<file path="config.mk">
export PLATFORM = sky130hd
export DESIGN_NAME = periph_subsys_top
export DESIGN_NICKNAME = d
export VERILOG_FILES = /design/src/design/periph_pkg.sv /design/src/design/periph_subsys_top.sv /design/src/design/sw_sb_ctrl.sv /design/src/design/led_sb_ctrl.sv /design/src/design/periph_addr_decoder.sv
export SDC_FILE = /design/constraint.sdc
export NUM_CORES = 1
export LEC_CHECK = 0
export BUFFER_PORTS_ARGS = -buffer_cell sky130_fd_sc_hd__buf_2
export CORE_MARGIN = 3
export CORE_UTILIZATION = 41
export CTS_CLUSTER_DIAMETER = 60
export CTS_CLUSTER_SIZE = 14
export DETAILED_ROUTE_END_ITERATION = 7
export SYNTH_ARGS = -nofsm -noshare
export SYNTH_HDL_FRONTEND = slang
export SYNTH_SLANG_ARGS = --single-unit
</file>
<file path="constraint.sdc">
create_clock -name clk_i -period 2.2 [get_ports clk_i]
set_clock_uncertainty 0.05 [all_clocks]
set_input_delay 0.11 -clock clk_i [delete_from_list [all_inputs] [get_ports clk_i]]
set_output_delay 0.11 -clock clk_i [all_outputs]
set_load 0.005 [all_outputs]
</file>
<file path="src/design/periph_pkg.sv">
`default_nettype none

package periph_pkg;

  // Board widths.
  localparam int W_LED = 16;
  localparam int W_SW  = 16;

  // Upper address byte of each peripheral.
  localparam logic [7:0] SW_BASE  = 8'h01;
  localparam logic [7:0] LED_BASE = 8'h02;

  // Register offsets inside a peripheral window.
  localparam logic [23:0] VALUE_OFFS = 24'h00;
  localparam logic [23:0] MODE_OFFS  = 24'h04; // Changed flag on the switch side.
  localparam logic [23:0] RESET_OFFS = 24'h24; // Write-only soft reset.

  // One system bus request, accepted in the cycle it is presented.
  typedef struct packed {
    logic        req;
    logic        we;
    logic [31:0] addr;
    logic [31:0] wdata;
  } sb_req_t;

  // LED output mode.
  typedef enum logic {
    LED_STATIC = 1'b0,
    LED_BLINK  = 1'b1
  } led_mode_e;

  // Decoder target.
  typedef enum logic [1:0] {
    SEL_NONE = 2'd0, // Unmapped, reads return zero.
    SEL_SW   = 2'd1,
    SEL_LED  = 2'd2
  } periph_sel_e;

endpackage

`default_nettype wire
</file>
<file path="src/design/periph_subsys_top.sv">
`default_nettype none
`timescale 1ns/100ps

module periph_subsys_top
  import periph_pkg::*;
#(
  parameter int blink_half_period = 10_000_000
) (
  input  logic             clk_i,
  input  logic             rst_i,
  input  sb_req_t          bus_req_i,
  output logic [31:0]      read_data_o,
  input  logic [W_SW-1:0]  sw_i,   // Asynchronous board switches.
  output logic [W_LED-1:0] led_o
);

  sb_req_t     sw_req;
  sb_req_t     led_req;
  logic [31:0] sw_rdata;
  logic [31:0] led_rdata;

  // Routes requests and muxes read data back.
  periph_addr_decoder u_periph_addr_decoder (
    .clk_i       (clk_i),
    .rst_i       (rst_i),
    .bus_req_i   (bus_req_i),
    .sw_req_o    (sw_req),
    .led_req_o   (led_req),
    .sw_rdata_i  (sw_rdata),
    .led_rdata_i (led_rdata),
    .read_data_o (read_data_o)
  );

  led_sb_ctrl #(
    .blink_half_period (blink_half_period)
  ) u_led_sb_ctrl (
    .clk_i       (clk_i),
    .rst_i       (rst_i),
    .bus_req_i   (led_req),
    .read_data_o (led_rdata),
    .led_o       (led_o)
  );

  sw_sb_ctrl u_sw_sb_ctrl (
    .clk_i       (clk_i),
    .rst_i       (rst_i),
    .bus_req_i   (sw_req),
    .read_data_o (sw_rdata),
    .sw_i        (sw_i)
  );

endmodule

`default_nettype wire

</file>
<file path="src/design/sw_sb_ctrl.sv">
`default_nettype none
`timescale 1ns/100ps

module sw_sb_ctrl
  import periph_pkg::*;
(
  input  logic            clk_i,
  input  logic            rst_i,
  input  sb_req_t         bus_req_i,
  output logic [31:0]     read_data_o,
  input  logic [W_SW-1:0] sw_i
);

  logic            wr_en;
  logic            rd_en;
  logic            clr_flag;
  logic [23:0]     offs;
  logic [W_SW-1:0] sync1_q;   // Metastability stage.
  logic [W_SW-1:0] sync2_q;   // Safe to use.
  logic [W_SW-1:0] prev_q;    // Last synced sample.
  logic            sw_diff;
  logic            changed_q;

  assign offs     = bus_req_i.addr[23:0];
  assign wr_en    = bus_req_i.req & bus_req_i.we;
  assign rd_en    = bus_req_i.req & ~bus_req_i.we;
  assign clr_flag = wr_en & (offs == RESET_OFFS);

  // Two-flop synchronizer plus history stage.
  always_ff @(posedge clk_i) begin
    if (rst_i) begin
      sync1_q <= '0;
      sync2_q <= '0;
      prev_q  <= '0;
    end else begin
      sync1_q <= sw_i;
      sync2_q <= sync1_q;
      prev_q  <= sync2_q;
    end
  end

  assign sw_diff = (sync2_q != prev_q);

  // Sticky flag. Clear beats a simultaneous edge.
  always_ff @(posedge clk_i) begin
    if (rst_i || clr_flag) begin
      changed_q <= 1'b0;
    end else if (sw_diff) begin
      changed_q <= 1'b1;
    end
  end

  // Registered readback.
  always_ff @(posedge clk_i) begin
    if (rst_i) begin
      read_data_o <= 32'd0;
    end else if (rd_en) begin
      case (offs)
        VALUE_OFFS: read_data_o <= 32'(sync2_q);
        MODE_OFFS:  read_data_o <= {31'd0, changed_q};
        default: ;
      endcase
    end
  end

  // The flag only rises after a synced change.
  a_flag_cause: assert property (
    @(posedge clk_i) disable iff (rst_i)
    $rose(changed_q) |-> $past(sw_diff)
  ) else $error("sw: changed flag set without a switch edge");

endmodule

`default_nettype wire

</file>
<file path="src/design/led_sb_ctrl.sv">
`default_nettype none
`timescale 1ns/100ps

module led_sb_ctrl
  import periph_pkg::*;
#(
  parameter int blink_half_period = 10_000_000
) (
  input  logic             clk_i,
  input  logic             rst_i,
  input  sb_req_t          bus_req_i,
  output logic [31:0]      read_data_o,
  output logic [W_LED-1:0] led_o
);

  logic             wr_en;
  logic             rd_en;
  logic             soft_rst;
  logic             static_wr; // Mode write that selects static.
  logic [23:0]      offs;
  logic [W_LED-1:0] value_q;
  led_mode_e        mode_q;
  logic [31:0]      cnt_q;  // Blink phase counter.
  logic             cnt_wrap;
  logic             blank;  // Second half of the blink period.

  assign offs      = bus_req_i.addr[23:0];
  assign wr_en     = bus_req_i.req & bus_req_i.we;
  assign rd_en     = bus_req_i.req & ~bus_req_i.we;
  assign soft_rst  = wr_en & (offs == RESET_OFFS);
  assign static_wr = wr_en & (offs == MODE_OFFS) & ~bus_req_i.wdata[0];

  // Value and mode registers.
  always_ff @(posedge clk_i) begin
    if (rst_i || soft_rst) begin
      value_q <= '0;
      mode_q  <= LED_STATIC;
    end else if (wr_en) begin
      case (offs)
        VALUE_OFFS: value_q <= bus_req_i.wdata[W_LED-1:0];
        MODE_OFFS:  mode_q  <= led_mode_e'(bus_req_i.wdata[0]);
        default: ;
      endcase
    end
  end

  // Full period is two half periods.
  assign cnt_wrap = (cnt_q == 32'(2 * blink_half_period - 1));

  // Held at zero while static, so blinking always starts
  // with the lit half. Cleared together with a switch to static.
  always_ff @(posedge clk_i) begin
    if (rst_i || soft_rst || static_wr || mode_q == LED_STATIC) begin
      cnt_q <= 32'd0;
    end else if (cnt_wrap) begin
      cnt_q <= 32'd0;
    end else begin
      cnt_q <= cnt_q + 32'd1;
    end
  end

  assign blank = (cnt_q >= 32'(blink_half_period));
  assign led_o = blank ? '0 : value_q;

  // Registered readback, unknown offsets keep the last data.
  always_ff @(posedge clk_i) begin
    if (rst_i) begin
      read_data_o <= 32'd0;
    end else if (rd_en) begin
      case (offs)
        VALUE_OFFS: read_data_o <= 32'(value_q);
        MODE_OFFS:  read_data_o <= {31'd0, mode_q};
        default: ;
      endcase
    end
  end

  // Static mode never blanks.
  a_static_shows_value: assert property (
    @(posedge clk_i) disable iff (rst_i)
    (mode_q == LED_STATIC) |-> (led_o == value_q)
  ) else $error("led: static output differs from value");

endmodule

`default_nettype wire

</file>
<file path="src/design/periph_addr_decoder.sv">
`default_nettype none
`timescale 1ns/100ps

module periph_addr_decoder
  import periph_pkg::*;
(
  input  logic        clk_i,
  input  logic        rst_i,
  input  sb_req_t     bus_req_i,
  output sb_req_t     sw_req_o,
  output sb_req_t     led_req_o,
  input  logic [31:0] sw_rdata_i,
  input  logic [31:0] led_rdata_i,
  output logic [31:0] read_data_o
);

  periph_sel_e sel;
  periph_sel_e rd_sel_q; // Target of the last read.
  logic        rd_en;

  assign rd_en = bus_req_i.req & ~bus_req_i.we;

  // Upper address byte picks the peripheral.
  always_comb begin
    case (bus_req_i.addr[31:24])
      SW_BASE:  sel = SEL_SW;
      LED_BASE: sel = SEL_LED;
      default:  sel = SEL_NONE;
    endcase
  end

  // Same request to both, only the req bit is steered.
  always_comb begin
    sw_req_o      = bus_req_i;
    sw_req_o.req  = bus_req_i.req & (sel == SEL_SW);
    led_req_o     = bus_req_i;
    led_req_o.req = bus_req_i.req & (sel == SEL_LED);
  end

  // Peripherals register their read data, so the select
  // has to lag the request by one cycle as well.
  always_ff @(posedge clk_i) begin
    if (rst_i) begin
      rd_sel_q <= SEL_NONE;
    end else if (rd_en) begin
      rd_sel_q <= sel;
    end
  end

  always_comb begin
    case (rd_sel_q)
      SEL_SW:  read_data_o = sw_rdata_i;
      SEL_LED: read_data_o = led_rdata_i;
      default: read_data_o = 32'd0; // Unmapped read.
    endcase
  end

  // At most one peripheral sees a request.
  a_onehot_req: assert property (
    @(posedge clk_i) disable iff (rst_i)
    !(sw_req_o.req && led_req_o.req)
  ) else $error("decoder: both peripherals selected");

endmodule

`default_nettype wire

</file>
* Yosys cells after proc, flatten, opt, wreduce, memory -nomap -nowiden *
Cells that the tools add are included.

storage, ports and cells
  logic and storage cells = 52
  register bits after elaboration = 164
  output and inout bits = 48
  input bits = 84

cells by class
  multiplexer cells = 5
  equality and inequality tests = 10
  bitwise logic cells = 14
  $add $sub $neg = 1
  reductions and logical operators = 11
  magnitude comparators = 1

operators by type and width
  cell                                                    number
  case mux 32 bit (2 select lines)                        3
  adder 32 x 1 -> 32 bit (second input constant)          1
  == test 32 x 25 -> 1 bit (second input constant)        1
  >= comparator 32 x 24 -> 1 bit (second input constant)  1
  == test 24 x 3 -> 1 bit (second input constant)         1
  == test 24 x 6 -> 1 bit (second input constant)         1
  zero test 24 bit                                        1
  two-way mux 16 bit                                      1
  inequality test 16 bit                                  1
  bitwise AND 1 bit                                       11
  == test 8 x 1 -> 1 bit (second input constant)          1
  == test 8 x 2 -> 1 bit (second input constant)          1
  AND reduction 2 bit                                     4
  == test 2 x 1 -> 1 bit (second input constant)          2
  == test 2 bit (second input constant)                   2
  logical OR 1 bit                                        4
  case mux 2 bit (2 select lines)                         1
  NOT 1 bit                                               3
  nonzero test 2 bit                                      1
  OR reduction 2 bit                                      1

* Depth between registers and ports, before layout *
Gate-level depths: netlist of the first run.

  word-level depth = 10
  gate-level depth with buffers = 7
  gate-level depth less buffers = 6

* Hierarchy *
From an unflattened synthesis of the first run, not the netlist that was laid out.

unflattened totals
  cells, all modules = 796
  area, all modules = 6998.0 um^2

by module, submodules not included
  module               sequential area each (um^2)  times used  area an instance (um^2)  cells an instance
  led_sb_ctrl          1301.2                       1           3039.2                   346
  sw_sb_ctrl           1301.2                       1           2418.6                   226
  periph_addr_decoder  40.0                         1           1540.2                   224

* Least setup slack after synthesis of the first run *
OpenSTA, ideal clock, no wires.

  path type = register to register
  start point = register u_led_sb_ctrl.cnt_q[24]
  end point = register u_led_sb_ctrl.cnt_q[23]
  stages on the path, launching flop included = 8
  setup slack = 0.400 ns
  path buffers = 2
  period minus slack after synthesis = 1.800 ns
  data required time = 2.033 ns
  library setup time = 0.117 ns
  arrival = 1.633 ns
  cells stage by stage = dfxtp_1 -> buf_2 -> or4b_1 -> nor4_1 -> and4b_1 -> a211o_1 -> buf_2 -> nor2_1

on the way
  longest elaborated chain between the ends = 2

ends and longest elaborated chain
  item                          RTL line           source
  start: declaration            led_sb_ctrl.sv:23  logic [31:0] cnt_q;
  start signal: assignment      led_sb_ctrl.sv:58  cnt_q <= cnt_q + 32'd1;
  == test 32 x 25 -> 1 bit      led_sb_ctrl.sv:48  assign cnt_wrap = (cnt_q == 32'(2 * blink_half_period - 1));
  OR reduction 2 bit (no line)  n/a

Every way passes these cells.
A chain may end at the register's enable or synchronous reset.

* Final worst setup path of the first run *
  start point = register u_led_sb_ctrl.cnt_q[7]
  end point = output led_o[4]

on the way
  longest elaborated chain between the ends = 2

ends and longest elaborated chain
  item                            RTL line                 source
  >= comparator 32 x 24 -> 1 bit  led_sb_ctrl.sv:62        assign blank = (cnt_q >= 32'(blink_half_period));
  two-way mux 16 bit              led_sb_ctrl.sv:63        assign led_o = blank ? '0 : value_q;
  end: declaration                periph_subsys_top.sv:14  output logic [W_LED-1:0] led_o

Every way passes these cells.

==> results.txt, run 1 <==
* Cell with the most instances after synthesis: sky130_fd_sc_hd__dfxtp_1
- Number of nets at the end of the flow: around 850
* Met3 wire length: between 500 and 600 um
- The repair_antennas step left the layout with diodes totalling 0.
* DRC errors left: 0
- Wire length of the first global-routing pass: around 20,000 um
* Seq. cell area: around 2600 um2
* Yosys top cell area share: 47.3%
* Number of warnings issued by yosys: 0
- The H-tree generated during clock tree synthesis spans 4 levels.
- Post-synthesis share of cell area spent on xor and xnor gates: under 10%
- # clock sinks: 132
- The pre-antenna-repair detailed-routing pass consisted of 4 iterations.
* Worst-path clk slew: around 0.060 ns
- The count of nets left with antenna violations once routing finished came out at 0.
* Wirelength per Cell: ~13 um
* Largest net degree at the start of global routing: 50
- Post-route core utilization: around 54%
- Largest family of logic cells by synthesized area: simple AND/OR/NAND/NOR gates
- The count of final max-slew check failures was 0.
* Source-to-sink clock delay at the later pin of the worst-skew pair: roughly 0.41 ns
* Setup-violating endpoint count in the final report: 0
* Post-DP Area: around 6200 um2
- Tightest hold margin: about 0.028 ns
- At the worst endpoint, the arrival time is ~2.0 ns.
- Subtracting the final worst setup slack from the clock period gives around 2.1 ns.
- The multi-input combinational cells in the finished layout cover a total of ~2700 um2.
- Counting instances in the post-synthesis netlist gives the leading cell types as sky130_fd_sc_hd__dfxtp_1 (132), sky130_fd_sc_hd__nor2_1 (90), sky130_fd_sc_hd__nand2_1 (56).
- Along the worst hold path, the cell count comes to 4.
* Compound-cell area share of the yosys netlist: 6.45%
* Vias in the first global route: 4,235
* Buffers added on ports: 99
- The floorplan step set the die height to about 120 um.
- Leakage power of the design: a little under 3 nW
- The filler cells instantiated in the layout total around 1,200.
* Highest routed layer: met4
- TritonCTS built the clock tree.
- Fraction of the mapped netlist area in adder cells: less than 1%
* Hold Path Class: input pin to register
* Multiplexer share of the synthesized area: about 3.2%
- Global routing usage summed across all routing layers: 17.0%
- Once the floorplan was initialized, standard cells occupied 42.0% of the core.
- Power per standard cell area: between 700 and 800 nW/um2
- Mean instance size in the synthesized netlist: 8.85 um2
- Worst-margin pin slew: about 0.58 ns
- Initial antenna violation count: 0
- Finished Cell Area: slightly above 7000 um2
- Kind of end point of the critical path: output port
- After Yosys synthesis, and, or, nand and nor cells account for 29.4% of the synthesized area.
- Clock root buffer master: sky130_fd_sc_hd__clkbuf_16
* Area of the core: 13,300 um2
- Of all cell types, the one taking the most synthesized area is sky130_fd_sc_hd__dfxtp_1.
* Smallest setup slack after layout: about 0.057 ns
- The initialized floorplan defines 42 standard-cell rows.
- Max transition margin: 61.1%
- By area the synthesized netlist is led by sky130_fd_sc_hd__dfxtp_1 (47%), sky130_fd_sc_hd__nor2_1 (6.1%), sky130_fd_sc_hd__xor2_1 (6.0%).
- Counting flops with a built-in enable in the synthesized netlist gives 0.
- Die footprint: roughly 15,000 um2
* Post-Synthesis Cells: between 600 and 700
* Final Hold Fails: 0
* Setup TNS: 0 ns
- CP required: 2.04 ns
- The longest clock path from root to sink contains 2 buffers.
- From synthesis to final layout, the design area changed by 29.7%.
- Crit path kind: register to output port
- Dividing the final minimum period by the clock period gives a little over nine tenths.
* CP Launch Type: register
- Synthesis instantiated 46 different standard cells from the library.
* Post-synth top flop: sky130_fd_sc_hd__dfxtp_1
- Global-route congestion overflow total: 0
* MaxCap Viol Count: 0
- After detailed routing, the met2 layer carries 5820 um of wire.
- The detailed router put a total of around 6000 um of wire on met1.
* Fmax: roughly 470 MHz
- In this run the count of I/O pins placed on the die edge is about 130.
* Proportion of synthesized flip-flops having asynchronous set or reset: 0%
* Total wire length after detailed routing: 12,500 um
- Clock tree synthesis inserted a total of 17 buffers.
- Minimum setup slack after placement: -0.00704 ns
* Summed instance area of the synthesized netlist: between 5000 and 6000 um2
* Post-DR vias/cell: 4.82
- In the final layout, the share of cells above drive strength 1 is between 20% and 30%.
* Setup repair after global routing missed its margin: yes
- For the worst flop-to-flop path, the logic depth is 6.
* Count of vias placed by the detailed router: ~4,600
- Along the worst path, the maximum fanout reaches 9.
- The die is around 120 um wide.
- IR analysis of the VDD net gives a maximum drop of between 0.5 and 0.6 mV.
- At the end of routability-driven placement, the weighted congestion stood at ~0.79.
- The run finished with clean final reports.
- Synth Register Bits: between 100 and 150
- Fraction of the yosys area taken by sequential cells: between 40% and 50%
- Detail Placement HPWL: about 8900 um
- In this run, the number of DRC markers left after iteration 0 of detailed routing was ~250.
[per-layer routing]
| layer | up-vias | global-route usage [%] |
|---|---|---|
| li1 | 2357 | - |
| met1 | 2096 | 22.4 |
| met2 | 128 | 26.9 |
| met3 | 12 | 4.65 |
| met4 | 0 | 5.53 |
| met5 | - | 0 |
[registers in the layout, summed over array words and instances (netlist names)]
name                            count
u_led_sb_ctrl.cnt_q                32
u_led_sb_ctrl.read_data_o          16
u_led_sb_ctrl.value_q              16
u_sw_sb_ctrl.prev_q                16
u_sw_sb_ctrl.read_data_o           16
u_sw_sb_ctrl.sync1_q               16
u_sw_sb_ctrl.sync2_q               16
u_periph_addr_decoder.rd_sel_q      2
u_led_sb_ctrl.mode_q                1
u_sw_sb_ctrl.changed_q              1
[per-stage QoR]
step | power, mW | instances
4_1_cts | 5.61 | 948
6_report | 5.55 | 952
3_3_place_gp | 2.67 | 883
3_5_place_dp | 2.67 | 883
5_1_grt | 5.75 | 952
2_1_floorplan | 2.60 | 646
[cells by family after synthesis]
family / Yosys count
simple gates: 312
fa+ha+maj: 4
other cells: 1
compound gates: 59
buf+inv: 59
xor+xnor: 46
flops: 132
mux: 18
[cell type report]
type	instances	area share, %
clock buffers	20	6.17
flip-flops and latches	132	36.5
multi-input cells	455	38.0
repair buffers	150	13.7
well taps	176	3.04
clock inverters	12	2.32
inverters	7	0.363
[cells in the final DEF, fill, tap and decap left out, types with 6 or more instances in the layout]
cell type                       instances
sky130_fd_sc_hd__nand4_1               17
sky130_fd_sc_hd__nand3_1               46
sky130_fd_sc_hd__conb_1                16
sky130_fd_sc_hd__and3_1                 6
sky130_fd_sc_hd__nor4_1                 6
sky130_fd_sc_hd__xnor2_1                8
sky130_fd_sc_hd__a21oi_1               33
sky130_fd_sc_hd__nor3_1                 8
sky130_fd_sc_hd__buf_4                 15
sky130_fd_sc_hd__nand2_1               55
sky130_fd_sc_hd__inv_1                  7
sky130_fd_sc_hd__xor2_1                38
sky130_fd_sc_hd__a22oi_1               16
sky130_fd_sc_hd__clkbuf_16             17
sky130_fd_sc_hd__nor2b_1               50
sky130_fd_sc_hd__buf_2                 99
sky130_fd_sc_hd__dfxtp_1              132
sky130_fd_sc_hd__dlygate4sd3_1         33
sky130_fd_sc_hd__nor2_1                90
sky130_fd_sc_hd__mux2i_1               17
[where the power goes]
part           switching, mW  internal, mW
registers             0.0179          2.43
clock network           1.05          1.83
logic                 0.0922         0.124
[critical path, stage by stage, from the launching register on]
cell	delay (ns)
sky130_fd_sc_hd__dfxtp_1	0.34
sky130_fd_sc_hd__o211a_1	0.23
sky130_fd_sc_hd__o21a_1	0.20
sky130_fd_sc_hd__o31ai_4	0.22
sky130_fd_sc_hd__a21oi_4	0.15
sky130_fd_sc_hd__buf_4	0.17
sky130_fd_sc_hd__nor2_1	0.13
sky130_fd_sc_hd__buf_2	0.14
[worst paths after layout]
kind                                 from                                 to  slack [ns]
setup reg to reg  u_led_sb_ctrl.cnt_q[14]            u_led_sb_ctrl.cnt_q[25]        0.25
setup / recovery   u_led_sb_ctrl.cnt_q[7]                           led_o[4]        0.06
hold reg to reg   u_sw_sb_ctrl.sync1_q[8]            u_sw_sb_ctrl.sync2_q[8]        0.38
hold / removal              bus_req_i[65]  u_periph_addr_decoder.rd_sel_q[0]        0.03
[repair_timing]
item / in CTS / in global routing
resized for setup: 5 / 6
hold endpoints to repair: 36 / 0
buffers inserted: 0 / 4
setup endpoints to repair: 16 / 16
pin swaps: 0 / 2
hold buffers: 33 / 0
(Power assumes the default switching activity.)
==> run 2: changes to the inputs <==
ABC_AREA = 1   (was unset)
==> run 2 against run 1 <==
  * Final cell count is 36% higher
  * Largest cell class unchanged
  * Sequential cell count stayed put
  * Combinational power is 13% higher
==> results.txt, run 2 <==
- Leading area contributor after synthesis: sky130_fd_sc_hd__dfxtp_1 (unchanged)
- Slew Viols, Final: 0 (unchanged)
- Post-synth top flop: sky130_fd_sc_hd__dfxtp_1 (unchanged)
- The final-stage net count came to 1,181 (was 851).
- The internal power came to 4.23 mW (was 4.39 mW).
- Top library cells by usage in the layout, fill and taps aside: sky130_fd_sc_hd__nor2_1 (272), sky130_fd_sc_hd__nand2_1 (212), sky130_fd_sc_hd__inv_1 (132), sky130_fd_sc_hd__dfxtp_1 (132), sky130_fd_sc_hd__buf_2 (99) (was sky130_fd_sc_hd__dfxtp_1 (132), sky130_fd_sc_hd__buf_2 (99), sky130_fd_sc_hd__nor2_1 (90))
- The compound-gate portion of the synthesized area is 3.14% (was 6.45%).
* Count of vias placed by the detailed router: 5,645 (was 4,593)
- The category of the worst setup path capture point was an output port (unchanged).
* Setup-violating endpoint count in the final report: 0 (unchanged)
- Wire length of the first global-routing pass: 23,700 um (was 20,000 um)
- The antenna cell count is 0 (unchanged).
- The flop and latch count out of synthesis came to 132 (unchanged).
* Clock root buffer master: sky130_fd_sc_hd__clkbuf_16 (unchanged)
* Proportion of synthesized flip-flops having asynchronous set or reset: 0% (unchanged)
- Switching share of power: 22.3% (was 21.0%)
- Setup bufs post-CTS: 0 (unchanged)
* Setup TNS: 0 ns (unchanged)
- Share of total power in the clock network: 50.5% (was 52.0%)
- Setup repair after global routing missed its margin: no (was yes).
* Number of enable-type register cells in the synthesized netlist: 0 (unchanged)
* Leakage power of the design: 3.40 nW (was 2.98 nW)
* Source-to-sink clock delay at the later pin of the worst-skew pair: 0.42 ns (was 0.41 ns)
* Most frequent standard cell in the layout excluding fill and tap cells: sky130_fd_sc_hd__nor2_1 (was sky130_fd_sc_hd__dfxtp_1)
* Vias in the first global route: 5,040 (was 4,235)
- CP required: 2.04 ns (about the same)
* Die width: 131 um (was 123 um)
- The share of the yosys chip area belonging to registers was 41.4% (was 47.3%).
- Crit path kind: register to output port (unchanged)
- The source of the worst register-to-register timing path is u_led_sb_ctrl.cnt_q[0] (was u_led_sb_ctrl.cnt_q[14]).
* Cell depth of the worst hold path: 5 (was 4)
- The largest net degree at the start of global routing is 66 (was 50).
- Hold Path Class: input pin to register (unchanged)
* Summed instance area of the synthesized netlist: 6380 um2 (was 5580 um2)
- Run status: finished clean (unchanged)
- The number of rows created at floorplan came to 44 (was 42).
- CTS tree: yes (unchanged)
- The proportion of netlist area held by the largest area contributor was 41.4% (was 47.3%).
- MaxCap Viol Count: 0 (unchanged)
* Most common library cells after synthesis: sky130_fd_sc_hd__nor2_1 (272), sky130_fd_sc_hd__nand2_1 (212), sky130_fd_sc_hd__dfxtp_1 (132), sky130_fd_sc_hd__inv_1 (132), sky130_fd_sc_hd__nand3_1 (49) (was sky130_fd_sc_hd__dfxtp_1 (132), sky130_fd_sc_hd__nor2_1 (90), sky130_fd_sc_hd__nand2_1 (56))
- Cell with the most instances after synthesis: sky130_fd_sc_hd__nor2_1 (was sky130_fd_sc_hd__dfxtp_1)
- Post-route clock period utilization: 93.6% (was 97.4%)
- The detailed router's first-iteration violation count was 407 (was 247).
- Worst-margin pin slew: 0.656 ns (was 0.584 ns)
- Worst supply voltage drop on vdd: 0.460 mV (was 0.525 mV)
* Top-level port count: 132 (unchanged)
- Pre-Repair DR Iteration Count: 5 (was 4)
- Hold Path End: u_led_sb_ctrl.mode_q (was u_periph_addr_decoder.rd_sel_q[0])
* Register-to-register setup slack: 0.34 ns (was 0.25 ns)
- The post-detailed-placement half-perimeter wirelength came to 10,400 um (was 8950 um).
- # clock sinks: 132 (unchanged)
- CTS Buf Count: 17 (unchanged)
* Area of the core: 14,900 um2 (was 13,300 um2)
* Post-Synthesis Cells: 968 (was 631)
* RD Place Congestion: 0.913 (was 0.790)
- CTS H-Tree Depth: 4 (unchanged)
- Arr. time, crit path: 1.90 ns (was 1.98 ns)
- Largest reg by FF count: u_led_sb_ctrl.cnt_q (unchanged)
- R2r endpoint: u_led_sb_ctrl.cnt_q[21] (was u_led_sb_ctrl.cnt_q[25])
- Number of warnings issued by yosys: 0 (unchanged)
* Total wire length after detailed routing: 14,500 um (was 12,500 um)
* Die footprint: 17,100 um2 (was 15,100 um2)
- The average wire per standard cell came to 11.2 um (was 13.2 um).
* Number of distinct library cells after synthesis: 32 (was 46)
* Initial Util: 42.9% (was 42.0%)
* Max Buffers Root-to-Sink: 2 (unchanged)
- The combinational fraction of design power was 4.5% (was 3.9%).
- Final Hold Fails: 0 (unchanged)
- The post-synthesis share of cell area spent on xor and xnor gates came to 4.39% (was 7.22%).
* Logic depth of the worst register-to-register path: 9 (was 6)
- Sequential cell fraction of total power: 45.0% (was 44.1%)
- Signed area change from the synthesized netlist to the final layout: 22.7% (was 29.7%)
* Origin of the worst min-delay path: bus_req_i[65] (unchanged)
* Mean instance size in the synthesized netlist: 6.59 um2 (was 8.85 um2)
* Net load switching power: 1.21 mW (was 1.16 mW)
- The fmax came to 485 MHz (was 467 MHz).
* Max transition margin: 56.3% (was 61.1%)
- Crit path time final: 2.06 ns (was 2.14 ns)
- The number of buffers inserted by port buffering came to 99 (unchanged).
- Overall die height: 131 um (was 123 um)
- Maximum fanout encountered on the critical timing path: 16 (was 9)
* Synth top area cells: sky130_fd_sc_hd__dfxtp_1 (41%), sky130_fd_sc_hd__nor2_1 (16%), sky130_fd_sc_hd__nand2_1 (12%) (was sky130_fd_sc_hd__dfxtp_1 (47%), sky130_fd_sc_hd__nor2_1 (6.1%), sky130_fd_sc_hd__xor2_1 (6.0%))
* Global-route congestion overflow total: 0 (unchanged)
- Initial antenna violation count: 0 (unchanged)
* # placed instances: 1,226 (was 883)
* Share of final-layout standard cells stronger than drive strength 1: 14.4% (was 21.6%)
- The post-synthesis mux area share is 0% (was 3.25%).
- The number of vias per cell after detailed routing came to 4.38 (was 4.82).
- The flip-flop count of the largest register after layout was 32 (unchanged).
- The final hold slack was 0.121 ns (was 0.0277 ns).
* Largest family of logic cells by synthesized area: simple AND/OR/NAND/NOR gates (unchanged)
* FILL cells: 1,506 (was 1,221)
- The startpoint type of the worst setup path is a register (unchanged).
- The remaining design rule violation count was 0 (unchanged).
* Global routing usage summed across all routing layers: 17.4% (was 17.0%)
* Post-detailed-route count of antenna-violating nets: 0 (unchanged)
- Worst-path clk slew: 0.06 ns (about the same)
- The final cell count without fillers is 1,290 (was 952).
- Power per standard cell area: 696 nW/um2 (was 766 nW/um2)
- Fraction of the mapped netlist area in adder cells: 0.785% (was 0.896%)
- The simple-gate portion of the synthesized area came to 37.5% (was 29.4%).
[run 2: changes by cell type after synthesis, sizes merged, moves of 16 or more]
cell,delta
o21ai,+20
xor2,-24
nor2,+188
inv,+127
nand2,+160
nor2b,-50
a22oi,-16
mux2i,-17
[run 2: worst max-delay path by stage]
stage                                 startpoint                 endpoint  slack [ns]
after floorplan           u_led_sb_ctrl.cnt_q[0]  u_led_sb_ctrl.cnt_q[22]        0.72
after global placement    u_led_sb_ctrl.cnt_q[0]   u_led_sb_ctrl.cnt_q[1]        0.38
after detailed placement  u_led_sb_ctrl.cnt_q[0]  u_led_sb_ctrl.cnt_q[19]        0.34
after CTS                 u_led_sb_ctrl.cnt_q[9]                led_o[15]        0.05
after global routing      u_led_sb_ctrl.cnt_q[9]                 led_o[4]        0.01
final                     u_led_sb_ctrl.cnt_q[9]                led_o[10]        0.14
[run 2: cell type report]
type,count,area [um2],share of cell area [%]
clock buffers,17,425,5.44
clock inverters,15,156,2.00
inverters,136,512,6.54
multi-input cells,667,2980,38.1
flip-flops and latches,132,2640,33.8
well taps,184,230,2.94
repair buffers,139,876,11.2
[run 2: layer usage]
metal	GRT usage [%]	wire (um)
met1	23.4	7170
met4	5.63	99
met2	27.5	6580
met5	0	0
met3	4.11	646
[run 2: power by group through the flow]
stage | logic, mW | registers (mW) | clock network [mW]
6_report | 0.244 | 2.45 | 2.75
4_1_cts | 0.246 | 2.45 | 2.81
3_3_place_gp | 0.200 | 2.50 | 0
2_1_floorplan | 0.137 | 2.49 | 0
3_5_place_dp | 0.201 | 2.50 | 0
5_1_grt | 0.279 | 2.45 | 2.91
[run 2: timing repair]
item                                    4_1_cts  5_1_grt
hold endpoints to repair                     32        0
endpoints found under the setup margin        0       16
hold buffers                                 32        0
resized for setup                             0        1
[run 2: stage by stage]
| stage | power, mW | utilization (%) | instance area (um2) | setup slack [ns] |
|---|---|---|---|---|
| 5_1_grt | 5.64 | 52.6 | 7820 | 0.0137 |
| 3_3_place_gp | 2.70 | 46.6 | 6920 | 0.378 |
| 3_5_place_dp | 2.70 | 46.6 | 6920 | 0.344 |
| 2_1_floorplan | 2.63 | - | 6430 | 0.719 |
| 6_report | 5.44 | 52.6 | 7820 | 0.140 |
| 4_1_cts | 5.50 | 52.6 | 7820 | 0.0528 |
[run 2: critical path: stages (launching register included)]
cell	delay (ns)
sky130_fd_sc_hd__dfxtp_1	0.39
sky130_fd_sc_hd__nand2_1	0.16
sky130_fd_sc_hd__nor2_1	0.13
sky130_fd_sc_hd__nor2_1	0.05
sky130_fd_sc_hd__o21ai_1	0.18
sky130_fd_sc_hd__nand4_1	0.10
sky130_fd_sc_hd__nand2_1	0.07
sky130_fd_sc_hd__buf_4	0.20
sky130_fd_sc_hd__nor2_1	0.06
sky130_fd_sc_hd__buf_2	0.13
[run 2: cell families (layout without fill, tap and decap cells)]
logic type,after synthesis,count (layout)
AND/OR/NAND/NOR,575,575
buffers and inverters,184,307
flip-flops,132,132
AO/OA/AOI/OAI,40,40
XOR/XNOR,32,32
adder cells (fa/ha/maj),4,4
other,1,16
